$ cat config.mk
export PLATFORM = sky130hd
export DESIGN_NAME = soc_top
export DESIGN_NICKNAME = d
export VERILOG_FILES = /design/src/source/soc_pkg.sv /design/src/source/reset_sequencer.sv /design/src/source/csr_bridge.sv /design/src/source/sysctl_bank.sv /design/src/source/irq_bank.sv /design/src/source/soc_top.sv
export VERILOG_INCLUDE_DIRS = /design/src /design/src/include
export SDC_FILE = /design/constraint.sdc
export NUM_CORES = 1
export LEC_CHECK = 0
export BUFFER_PORTS_ARGS = -buffer_cell sky130_fd_sc_hd__buf_2
export CAP_MARGIN = 20
export CORE_MARGIN = 8
export CORE_UTILIZATION = 54
export DETAILED_ROUTE_END_ITERATION = 8
export MAX_ROUTING_LAYER = met4
export PLACE_DENSITY_LB_ADDON = 0.2
export SYNTH_ARGS = -nofsm -noshare
export SYNTH_HDL_FRONTEND = slang
export SYNTH_SLANG_ARGS = --single-unit
$ cat constraint.sdc
create_clock -name sys_clk -period 6.02 [get_ports sys_clk]
set_input_delay 0.301 -clock sys_clk [delete_from_list [all_inputs] [get_ports sys_clk]]
set_output_delay 0.301 -clock sys_clk [all_outputs]
set_load 0.02 [all_outputs]
$ cat src/include/soc_cfg.svh
`ifndef SOC_CFG_SVH
`define SOC_CFG_SVH

// Bus widths
`define SOC_DATA_W 32
`define SOC_CSR_A_W 14
`define SOC_CSR_REG_W 10

// CSR bank numbers, upper address bits
`define SOC_BANK_SYSCTL 1
`define SOC_BANK_IRQ 2

// GPIO and interrupt widths
`define SOC_GPIO_IN_N 7
`define SOC_GPIO_OUT_N 2
`define SOC_IRQ_N 8

// Reset timing in sys_clk cycles, flash release comes first
`define SOC_RST_HOLD_CYCLES 64
`define SOC_FLASH_RST_CYCLES 16

`define SOC_SYSTEM_ID 32'h4D4F4E45

`endif

$ cat src/source/soc_pkg.sv
`include "soc_cfg.svh"

package soc_pkg;

	// ----------------------------------------
	// CSR bus
	// ----------------------------------------
	typedef logic [`SOC_DATA_W-1:0] csr_data_t;
	typedef logic [`SOC_CSR_A_W-1:0] csr_addr_t;

	typedef struct packed {
		csr_addr_t adr;
		logic      we;
		csr_data_t dat;
	} csr_req_t;

	// ----------------------------------------
	// Wishbone classic slave port
	// ----------------------------------------
	// Word address, no byte selects
	typedef struct packed {
		logic [31:0] adr;
		csr_data_t   dat;
		logic        we;
		logic        cyc;
		logic        stb;
	} wb_req_t;

	typedef struct packed {
		csr_data_t dat;
		logic      ack;
	} wb_rsp_t;

	// ----------------------------------------
	// Board signals
	// ----------------------------------------
	// PCB revision in the upper four bits, buttons below
	typedef logic [`SOC_GPIO_IN_N-1:0] gpio_in_t;
	typedef logic [`SOC_GPIO_OUT_N-1:0] gpio_out_t;
	typedef logic [`SOC_IRQ_N-1:0] irq_vec_t;

endpackage

$ cat src/source/reset_sequencer.sv
`include "soc_cfg.svh"

module reset_sequencer (
	input  logic       sys_clk,
	input  logic       trigger_reset,
	input  logic [2:0] buttons_i,
	input  logic       hard_reset_i,
	output logic       sys_rst_o,
	output logic       periph_rst_n_o,
	output logic       flash_rst_n_o
);

	localparam int HOLD_W = $clog2(`SOC_RST_HOLD_CYCLES);
	localparam int FLASH_W = $clog2(`SOC_FLASH_RST_CYCLES);

	logic               trigger_q;
	logic [HOLD_W-1:0]  hold_cnt;
	logic [FLASH_W-1:0] flash_cnt;
	logic               sys_rst_q;

	// All three buttons held together count as a reset request
	always_ff @(posedge sys_clk) begin
		trigger_q <= trigger_reset | (&buttons_i) | hard_reset_i;
	end

	// ----------------------------------------
	// Debounce hold for the system reset
	// ----------------------------------------
	always_ff @(posedge sys_clk) begin
		if (trigger_q) begin
			hold_cnt <= HOLD_W'(`SOC_RST_HOLD_CYCLES - 1);
		end else if (hold_cnt != '0) begin
			hold_cnt <= hold_cnt - 1'b1;
		end
		sys_rst_q <= trigger_q | (hold_cnt != '0);
	end

	// Boot flash leaves reset well before the system does,
	// so it is ready to read when the first fetch comes
	always_ff @(posedge sys_clk) begin
		if (trigger_q) begin
			flash_cnt <= FLASH_W'(`SOC_FLASH_RST_CYCLES - 1);
		end else if (flash_cnt != '0) begin
			flash_cnt <= flash_cnt - 1'b1;
		end
	end

	assign sys_rst_o = sys_rst_q;
	assign periph_rst_n_o = ~sys_rst_q;
	assign flash_rst_n_o = (flash_cnt == '0);

endmodule

$ cat src/source/csr_bridge.sv
`include "soc_cfg.svh"

module csr_bridge (
	input  logic               sys_clk,
	input  logic               sys_rst_i,
	input  soc_pkg::wb_req_t   wb_req_i,
	output soc_pkg::wb_rsp_t   wb_rsp_o,
	output soc_pkg::csr_req_t  csr_req_o,
	input  soc_pkg::csr_data_t csr_rdata_i
);

	typedef enum logic [1:0] {
		ST_IDLE,
		ST_ACCESS,
		ST_RETURN
	} state_t;

	state_t             state;
	logic               req_valid;
	logic               ack_q;
	logic               csr_we_q;
	soc_pkg::csr_addr_t csr_adr_q;
	soc_pkg::csr_data_t csr_dat_q;
	soc_pkg::csr_data_t rsp_dat_q;

	// The ack cycle itself never starts a new access,
	// so the master always gets one idle cycle to drop stb
	assign req_valid = wb_req_i.cyc & wb_req_i.stb & ~ack_q;

	// ----------------------------------------
	// Sequencing
	// ----------------------------------------
	// Idle: latch address, banks start the read
	// Access: read data registered in the banks, write strobe goes out
	// Return: write lands, ORed read data captured, ack
	always_ff @(posedge sys_clk) begin
		if (sys_rst_i) begin
			state <= ST_IDLE;
			csr_we_q <= 1'b0;
			ack_q <= 1'b0;
		end else begin
			ack_q <= 1'b0;
			csr_we_q <= 1'b0;
			case (state)
				ST_IDLE: begin
					if (req_valid) begin
						state <= ST_ACCESS;
					end
				end
				ST_ACCESS: begin
					csr_we_q <= wb_req_i.we;
					state <= ST_RETURN;
				end
				ST_RETURN: begin
					ack_q <= 1'b1;
					state <= ST_IDLE;
				end
				default: begin
					state <= ST_IDLE;
				end
			endcase
		end
	end

	// ----------------------------------------
	// Address, write data and read data
	// ----------------------------------------
	always_ff @(posedge sys_clk) begin
		if (state == ST_IDLE && req_valid) begin
			// Word address, low bits reach the CSR bus
			csr_adr_q <= wb_req_i.adr[`SOC_CSR_A_W-1:0];
			csr_dat_q <= wb_req_i.dat;
		end
		if (state == ST_RETURN) begin
			rsp_dat_q <= csr_rdata_i;
		end
	end

	assign csr_req_o = '{adr: csr_adr_q, we: csr_we_q, dat: csr_dat_q};
	assign wb_rsp_o = '{dat: rsp_dat_q, ack: ack_q};

endmodule

$ cat src/source/sysctl_bank.sv
`include "soc_cfg.svh"

module sysctl_bank #(
	parameter int BANK_ID = `SOC_BANK_SYSCTL
) (
	input  logic                sys_clk,
	input  logic                sys_rst_i,
	input  soc_pkg::csr_req_t   csr_req_i,
	output soc_pkg::csr_data_t  csr_rdata_o,
	input  soc_pkg::gpio_in_t   gpio_i,
	output soc_pkg::gpio_out_t  gpio_o,
	output logic                gpio_irq_o,
	output logic                hard_reset_o
);

	localparam int SEL_W = `SOC_CSR_A_W - `SOC_CSR_REG_W;

	localparam logic [`SOC_CSR_REG_W-1:0] REG_ID = 'd0;
	localparam logic [`SOC_CSR_REG_W-1:0] REG_GPIO_IN = 'd1;
	localparam logic [`SOC_CSR_REG_W-1:0] REG_GPIO_OUT = 'd2;
	localparam logic [`SOC_CSR_REG_W-1:0] REG_RESET = 'd3;

	logic                        bank_sel;
	logic [`SOC_CSR_REG_W-1:0]   reg_idx;
	soc_pkg::gpio_in_t           gpio_meta;
	soc_pkg::gpio_in_t           gpio_sync;
	soc_pkg::gpio_in_t           gpio_last;

	assign bank_sel = (csr_req_i.adr[`SOC_CSR_A_W-1:`SOC_CSR_REG_W] == SEL_W'(BANK_ID));
	assign reg_idx = csr_req_i.adr[`SOC_CSR_REG_W-1:0];

	// ----------------------------------------
	// GPIO input synchronizer
	// ----------------------------------------
	always_ff @(posedge sys_clk) begin
		gpio_meta <= gpio_i;
		gpio_sync <= gpio_meta;
		gpio_last <= gpio_sync;
	end

	// One cycle pulse on any edge of any input
	assign gpio_irq_o = |(gpio_sync ^ gpio_last);

	// ----------------------------------------
	// Register writes
	// ----------------------------------------
	always_ff @(posedge sys_clk) begin
		if (sys_rst_i) begin
			gpio_o <= '0;
			hard_reset_o <= 1'b0;
		end else begin
			hard_reset_o <= 1'b0;
			if (bank_sel && csr_req_i.we) begin
				case (reg_idx)
					REG_GPIO_OUT: gpio_o <= csr_req_i.dat[`SOC_GPIO_OUT_N-1:0];
					// Written value is ignored
					REG_RESET: hard_reset_o <= 1'b1;
					default: ;
				endcase
			end
		end
	end

	// Read data one cycle after the address, zero when not selected
	always_ff @(posedge sys_clk) begin
		csr_rdata_o <= '0;
		if (bank_sel) begin
			case (reg_idx)
				REG_ID: csr_rdata_o <= `SOC_SYSTEM_ID;
				REG_GPIO_IN: csr_rdata_o <= soc_pkg::csr_data_t'(gpio_sync);
				REG_GPIO_OUT: csr_rdata_o <= soc_pkg::csr_data_t'(gpio_o);
				default: csr_rdata_o <= '0;
			endcase
		end
	end

endmodule

$ cat src/source/irq_bank.sv
`include "soc_cfg.svh"

module irq_bank #(
	parameter int BANK_ID = `SOC_BANK_IRQ
) (
	input  logic               sys_clk,
	input  logic               sys_rst_i,
	input  soc_pkg::csr_req_t  csr_req_i,
	output soc_pkg::csr_data_t csr_rdata_o,
	input  soc_pkg::irq_vec_t  irq_sources_i,
	output logic               irq_o
);

	localparam int SEL_W = `SOC_CSR_A_W - `SOC_CSR_REG_W;

	localparam logic [`SOC_CSR_REG_W-1:0] REG_PENDING = 'd0;
	localparam logic [`SOC_CSR_REG_W-1:0] REG_MASK = 'd1;

	logic                      bank_sel;
	logic [`SOC_CSR_REG_W-1:0] reg_idx;
	logic                      wr_pending;
	logic                      wr_mask;
	soc_pkg::irq_vec_t         clear_bits;
	soc_pkg::irq_vec_t         pending;
	soc_pkg::irq_vec_t         mask;

	assign bank_sel = (csr_req_i.adr[`SOC_CSR_A_W-1:`SOC_CSR_REG_W] == SEL_W'(BANK_ID));
	assign reg_idx = csr_req_i.adr[`SOC_CSR_REG_W-1:0];
	assign wr_pending = bank_sel & csr_req_i.we & (reg_idx == REG_PENDING);
	assign wr_mask = bank_sel & csr_req_i.we & (reg_idx == REG_MASK);

	// Write one to clear
	assign clear_bits = wr_pending ? csr_req_i.dat[`SOC_IRQ_N-1:0] : '0;

	// ----------------------------------------
	// Pending and mask
	// ----------------------------------------
	// A source that is still high wins over the clear
	always_ff @(posedge sys_clk) begin
		if (sys_rst_i) begin
			pending <= '0;
			mask <= '0;
		end else begin
			pending <= (pending & ~clear_bits) | irq_sources_i;
			if (wr_mask) begin
				mask <= csr_req_i.dat[`SOC_IRQ_N-1:0];
			end
		end
	end

	assign irq_o = |(pending & mask);

	// ----------------------------------------
	// Read data
	// ----------------------------------------
	always_ff @(posedge sys_clk) begin
		csr_rdata_o <= '0;
		if (bank_sel) begin
			case (reg_idx)
				REG_PENDING: csr_rdata_o <= soc_pkg::csr_data_t'(pending);
				REG_MASK: csr_rdata_o <= soc_pkg::csr_data_t'(mask);
				default: csr_rdata_o <= '0;
			endcase
		end
	end

endmodule

$ cat src/source/soc_top.sv
`include "soc_cfg.svh"

module soc_top (
	input  logic               sys_clk,
	input  logic               trigger_reset,
	input  soc_pkg::wb_req_t   wb_req_i,
	output soc_pkg::wb_rsp_t   wb_rsp_o,
	input  soc_pkg::gpio_in_t  gpio_i,
	output soc_pkg::gpio_out_t gpio_o,
	input  soc_pkg::irq_vec_t  ext_irq_i,
	output logic               irq_o,
	output logic               flash_rst_n_o,
	output logic               periph_rst_n_o
);

	logic               sys_rst;
	logic               hard_reset;
	logic               gpio_irq;
	soc_pkg::irq_vec_t  irq_vec;
	soc_pkg::csr_req_t  csr_req;
	soc_pkg::csr_data_t csr_dr_sysctl;
	soc_pkg::csr_data_t csr_dr_irq;

	// ----------------------------------------
	// Reset generation
	// ----------------------------------------
	// Buttons sit in the low three GPIO input bits
	reset_sequencer reset_sequencer_inst (
		.sys_clk        (sys_clk),
		.trigger_reset  (trigger_reset),
		.buttons_i      (gpio_i[2:0]),
		.hard_reset_i   (hard_reset),
		.sys_rst_o      (sys_rst),
		.periph_rst_n_o (periph_rst_n_o),
		.flash_rst_n_o  (flash_rst_n_o)
	);

	// ----------------------------------------
	// Wishbone to CSR
	// ----------------------------------------
	// Banks drive zero when not addressed
	csr_bridge csr_bridge_inst (
		.sys_clk     (sys_clk),
		.sys_rst_i   (sys_rst),
		.wb_req_i    (wb_req_i),
		.wb_rsp_o    (wb_rsp_o),
		.csr_req_o   (csr_req),
		.csr_rdata_i (csr_dr_sysctl | csr_dr_irq)
	);

	sysctl_bank #(
		.BANK_ID (`SOC_BANK_SYSCTL)
	) sysctl_bank_inst (
		.sys_clk      (sys_clk),
		.sys_rst_i    (sys_rst),
		.csr_req_i    (csr_req),
		.csr_rdata_o  (csr_dr_sysctl),
		.gpio_i       (gpio_i),
		.gpio_o       (gpio_o),
		.gpio_irq_o   (gpio_irq),
		.hard_reset_o (hard_reset)
	);

	// GPIO takes bit 0, the external line there is dropped
	assign irq_vec = {ext_irq_i[`SOC_IRQ_N-1:1], gpio_irq};

	irq_bank #(
		.BANK_ID (`SOC_BANK_IRQ)
	) irq_bank_inst (
		.sys_clk       (sys_clk),
		.sys_rst_i     (sys_rst),
		.csr_req_i     (csr_req),
		.csr_rdata_o   (csr_dr_irq),
		.irq_sources_i (irq_vec),
		.irq_o         (irq_o)
	);

endmodule

# Word level (Yosys, flattened, before mapping)
# Cells that the tools add are included.
# W data, S select, Z words.
# word_totals
ff_bits,174
in_bits,84
out_inout_bits,38
wordCells,67
# op_classes
n_addsub,2
eq_ne,8
muxes,7
bitwise_logic,18
n_reduce_logical,13
# op_table
op,n
$pmux W31 S3,1
$or A32 B32 Y32,1
$eq A10 B2 Y1 const B,2
$and A8 B8 Y8,2
$pmux W8 S2,1
$eq A10 B1 Y1 const B,1
$logic_not A10 Y1,1
$mux W8,1
$not A8 Y8,1
$or A8 B8 Y8,1
$reduce_or A8 Y1,1
$reduce_or A7 Y1,1
$xor A7 B7 Y7,1
$reduce_bool A6 Y1,1
$sub A6 B1 Y6 const B,1
$and A1 B1 Y1,5
$eq A4 B1 Y1 const B,1
$eq A4 B2 Y1 const B,1
$logic_not A4 Y1,1
$not A1 Y1,4
$pmux W2 S2,1
$reduce_bool A4 Y1,1
$reduce_or A2 Y1,2
$sub A4 B1 Y4 const B,1
other kinds (10),14

# Depth between registers and ports, before layout
# depth
depth_word,7
ltp_mapped,6

# Hierarchy
# A second synthesis with hierarchy kept.
# hier_totals
cells_unflattened,406
area_unflattened_um2,5666.7
# modules_own_cells
module,n_inst,cells_per_inst,area_each_um2
csr_bridge,1,91,2491.1
irq_bank,1,130,1291.2
sysctl_bank,1,98,1138.6
reset_sequencer,1,55,545.5
soc_top,1,32,200.2

# Least setup slack after synthesis
# No wires, ideal clock.
# synth_timing
path_kind,register to register
from,register csr_bridge_inst.state[0]
to,register csr_bridge_inst.csr_adr_q[0] (enable)
arrival_ps,2586
path_slack_ps,2975
stages_incl_launch_ff,2
path_buffers,0
cell_sequence,dfxtp_1 nor4_1
# synth_via
elab_chain_len,2
# synth_lines
element,line_no,text
"start, declared",csr_bridge.sv:18,state_t state;
"start signal, assigned",csr_bridge.sv:38,state <= ST_IDLE;
"start signal, assigned",csr_bridge.sv:47,state <= ST_ACCESS;
"start signal, assigned",csr_bridge.sv:52,state <= ST_RETURN;
$logic_not A2 Y1,csr_bridge.sv:69,if (state == ST_IDLE && req_valid) begin
$logic_and A1 B1 Y1,csr_bridge.sv:69,
"end signal, assigned",csr_bridge.sv:71,csr_adr_q <= wb_req_i.adr[`SOC_CSR_A_W-1:0];
"end, declared",csr_bridge.sv:22,soc_pkg::csr_addr_t csr_adr_q;
# No other way between the ends.
# A chain may end at the register's enable or synchronous reset.

# Final worst setup path
# layout_timing
from,register csr_bridge_inst.csr_adr_q[0]
to,register irq_bank_inst.pending[5]
# layout_via
elab_chain_len,6
# layout_lines
element,line_no,text
$logic_not A10 Y1,irq_bank.sv:29,assign wr_pending = bank_sel & csr_req_i.we & (reg_idx == REG_PENDING);
$and A1 B1 Y1,irq_bank.sv:29,
$mux W8,irq_bank.sv:33,assign clear_bits = wr_pending ? csr_req_i.dat[`SOC_IRQ_N-1:0] : '0;
$not A8 Y8,irq_bank.sv:44,pending <= (pending & ~clear_bits) | irq_sources_i;
$and A8 B8 Y8,irq_bank.sv:44,
$or A8 B8 Y8,irq_bank.sv:44,
"end signal, assigned",irq_bank.sv:44,
"end, declared",irq_bank.sv:24,soc_pkg::irq_vec_t pending;
# No other way between the ends.

==> flow_summary.ini <==
[synthesis]
synth_seq_cells = 103
netlist.area_leader.share_pct = 38.8
netlist_area_um2 = 3710
yosysUniqueCellTypes = 44
synthXorXnorAreaFrac_pct = 2.83
async_flop_share_pct = 0
netlist.top_cell.by_area = dfxtp_1
synth_cells = 298
yosysMostFrequentCell = dfxtp_1
synthMuxAreaShare_pct = 4.58
synth_warnings = 0
synth_compound_area_share_pct = 7.01
synth_edf_count = 31
synth_simple_gate_area_share_pct = 14.0
syn_area_per_cell_um2 = 12.5
synth_top_family_by_area = simple AND/OR/NAND/NOR gates
synth_fa_ha_area_share_pct = 1.01
seq_area_frac_synth_pct = 63.9
synth_area_leaders = dfxtp_1 (39%), edfxtp_1 (25%), buf_4 (4.9%)
synth-main-ff-cell = dfxtp_1
synth_commonest_cells = dfxtp_1 (72), edfxtp_1 (31), buf_4 (24), nand2_1 (23), mux2i_1 (17)

[sta]
rsz0062_at_grt = no
drv_slew = 0
skew_ns = 0.00770
max_freq_ghz = 0.523
setup_viol_count_final = 0
tightest_slew_ns = 0.831
fin_crit_ns = 1.91
final.setup.tns_ns = 0
fin_crit_sh_pct = 31.8
hold_viol = 0
slew_headroom_pct = 44.5
whs_ns = 0.0463

[floorplanning]
num_rows = 30
fp.dieW_um = 98.9
die_area_um2 = 9780
io_pins = 122
core_area_um2 = 6720
die_h_um = 98.9
start_util_pct = 55.3

[cells_and_area]
layout-drive-gt1-share_pct = 27.9
areaGrowthSynthToFinish_pct = 12.3
final_area_um2 = 4170
num-fill-cells = 545
antennaDiodeCount = 0
layout.nets = 444

[setup_path]
crit_required_ns = 6.27
critPathKind = flop to flop
critPathSlowestCell = edfxtp_1
critPathLaunchType = flop
worst-path-max-fanout = 16
critPathArrivalTime_ns = 2.16
end_kind = flop
reg2reg_slack_ns = 4.11
crit_path_cell_trace = nor4bb_1, and4_1, a21boi_0, o21a_1
critPathMaxStageDelay_ns = 0.70

[clock_tree]
cts_buffers = 9
cts_setup_buffers = 0
clock_sinks = 103
cts_buffer_depth = 2
hold_buffers = 0
root_buffer = clkbuf_8
cts_tree = done
htreeDepth = 3
cts_resized = 0
clk-insertion-delay-late_ns = 0.35
clk_pin_slew_worst_paths_ns = 0.09

[placed_design]
dpl.hpwl_um = 4510
dpl_cell_area_um2 = 3990
gp_congestion = 0.772
port_buffers = 67

[global_routing]
grt_pass1_wl_um = 9750
grt_pass1_vias = 2135
overflow = 0
antenna_found_initial = 0
grtUsageTotal_pct = 13.0
grt_max_degree = 29

[outcome]
outcome = completed

[route]
drt_pre_antenna_iters = 4
post-route-drc-count = 0
totalWireLength_um = 6100
vias_per_cell = 4.86
wl_per_cell_um = 13.8
antenna_left = 0
first_iter_violations = 98
vias = 2149

[pwr]
ir_drop_v = 0.000194
power_frac_seq_pct = 63.4
pwr-share-comb_pct = 3.6
p_int_mw = 0.906
swShare_pct = 22.7
power_switching_mw = 0.266
power.leakage_nw = 1.78
p_per_area_nw_per_um2 = 281
power.share.clock_pct = 33.0

[min_path]
hp-class = input port to flop

[job]
maxCapViolCount = 0
-- registers in the layout, indices dropped and copies added (netlist names) --
| signal | flops |
|---|---|
| sysctl_bank_inst.gpio_last | 7 |
| reset_sequencer_inst.sys_rst_o | 1 |
| sysctl_bank_inst.gpio_o | 2 |
| csr_bridge_inst.csr_adr_q | 14 |
| csr_bridge_inst.csr_we_q | 1 |
| csr_bridge_inst.state | 2 |
| reset_sequencer_inst.hold_cnt | 6 |
| reset_sequencer_inst.flash_cnt | 4 |
| sysctl_bank_inst.gpio_meta | 7 |
| csr_bridge_inst.rsp_dat_q | 9 |
| reset_sequencer_inst.trigger_q | 1 |
| csr_bridge_inst.ack_q | 1 |
| irq_bank_inst.pending | 8 |
| sysctl_bank_inst.csr_rdata_o | 8 |
| sysctl_bank_inst.gpio_sync | 7 |
| irq_bank_inst.mask | 8 |
| csr_bridge_inst.csr_dat_q | 8 |
| irq_bank_inst.csr_rdata_o | 8 |
| sysctl_bank_inst.hard_reset_o | 1 |
-- stage by stage --
stage / std cells / total power [mW] / setup WS [ns] / util [%]
floorplan: 308 / 0.788 / 2.98 / -
global placement: 426 / 0.800 / 4.15 / 59.4
detailed placement: 426 / 0.802 / 4.10 / 59.4
CTS: 442 / 1.19 / 4.08 / 62.0
global route: 442 / 1.22 / 3.92 / 62.0
finish: 442 / 1.17 / 4.11 / 62.0
-- cell type report --
type	instances	area, µm²	area share (%)
Inverter	10	37.5	0.900
Clock buffer	9	124	2.97
Tap cell	80	100	2.40
Multi-Input combinational cell	165	1140	27.4
Clock inverter	7	51.3	1.23
Timing Repair Buffer	68	343	8.22
Sequential cell	103	2370	56.9
-- worst paths after layout --
check	start	to	depth (start not counted)
worst max-delay path	csr_bridge_inst.csr_adr_q[0]	irq_bank_inst.pending[5]	4
worst min-delay path	gpio_i[3]	sysctl_bank_inst.gpio_meta[3]	1
worst max register to register	csr_bridge_inst.csr_adr_q[0]	irq_bank_inst.pending[5]	4
worst min register to register	sysctl_bank_inst.gpio_meta[5]	sysctl_bank_inst.gpio_sync[5]	0
-- logic make-up (layout without fill, tap and decap cells) --
logic type,count (synthesis),after routing
xor gates and xnor gates,12,12
and+or+nand+nor,86,86
muxes,17,17
adders and majority gates,3,3
buffers and inverters,40,94
DFF,103,103
AOI/OAI and AO/OA,36,36
other,1,11
-- metal layers --
metal,vias up,wire [µm],GRT usage (%)
met3,5,414,4.23
li1,1105,-,-
met5,-,0,-
met2,67,2860,20.5
met4,0,70,5.67
met1,972,2760,14.8
-- critical path, delay by kind of cell (launching register included) --
| family | cells | cell delay [ns] |
|---|---|---|
| AND/OR/NAND/NOR | 2 | 0.78 |
| flip-flops | 1 | 0.70 |
| AO/OA/AOI/OAI | 2 | 0.33 |
-- power groups by stage --
stage	combinational [mW]	sequential (mW)	clock, mW
floorplan	0.0327	0.755	0
global placement	0.0403	0.759	0
CTS	0.0419	0.744	0.401
detailed placement	0.0416	0.760	0
global route	0.0465	0.746	0.430
finish	0.0417	0.744	0.387
-- layout by cell type, fill, tap and decap left out, types with 3 or more instances in the layout --
cell type and instances:
dfxtp_1 72, buf_2 67, edfxtp_1 31, nand2_1 23, mux2i_1 17, nor2_1 12
conb_1 11, inv_1 9, or2_2 9, clkbuf_8 9, nor3_1 8, xnor2_1 7
a21boi_0 7, o21a_1 7, a21oi_1 6, and2_1 6, nor2b_1 5, xor2_1 5
a22oi_1 4, inv_4 4, nand4_1 3, nor4_1 3, nand2b_1 3, a21o_1 3
ha_1 3
(Power assumes the default switching activity.)
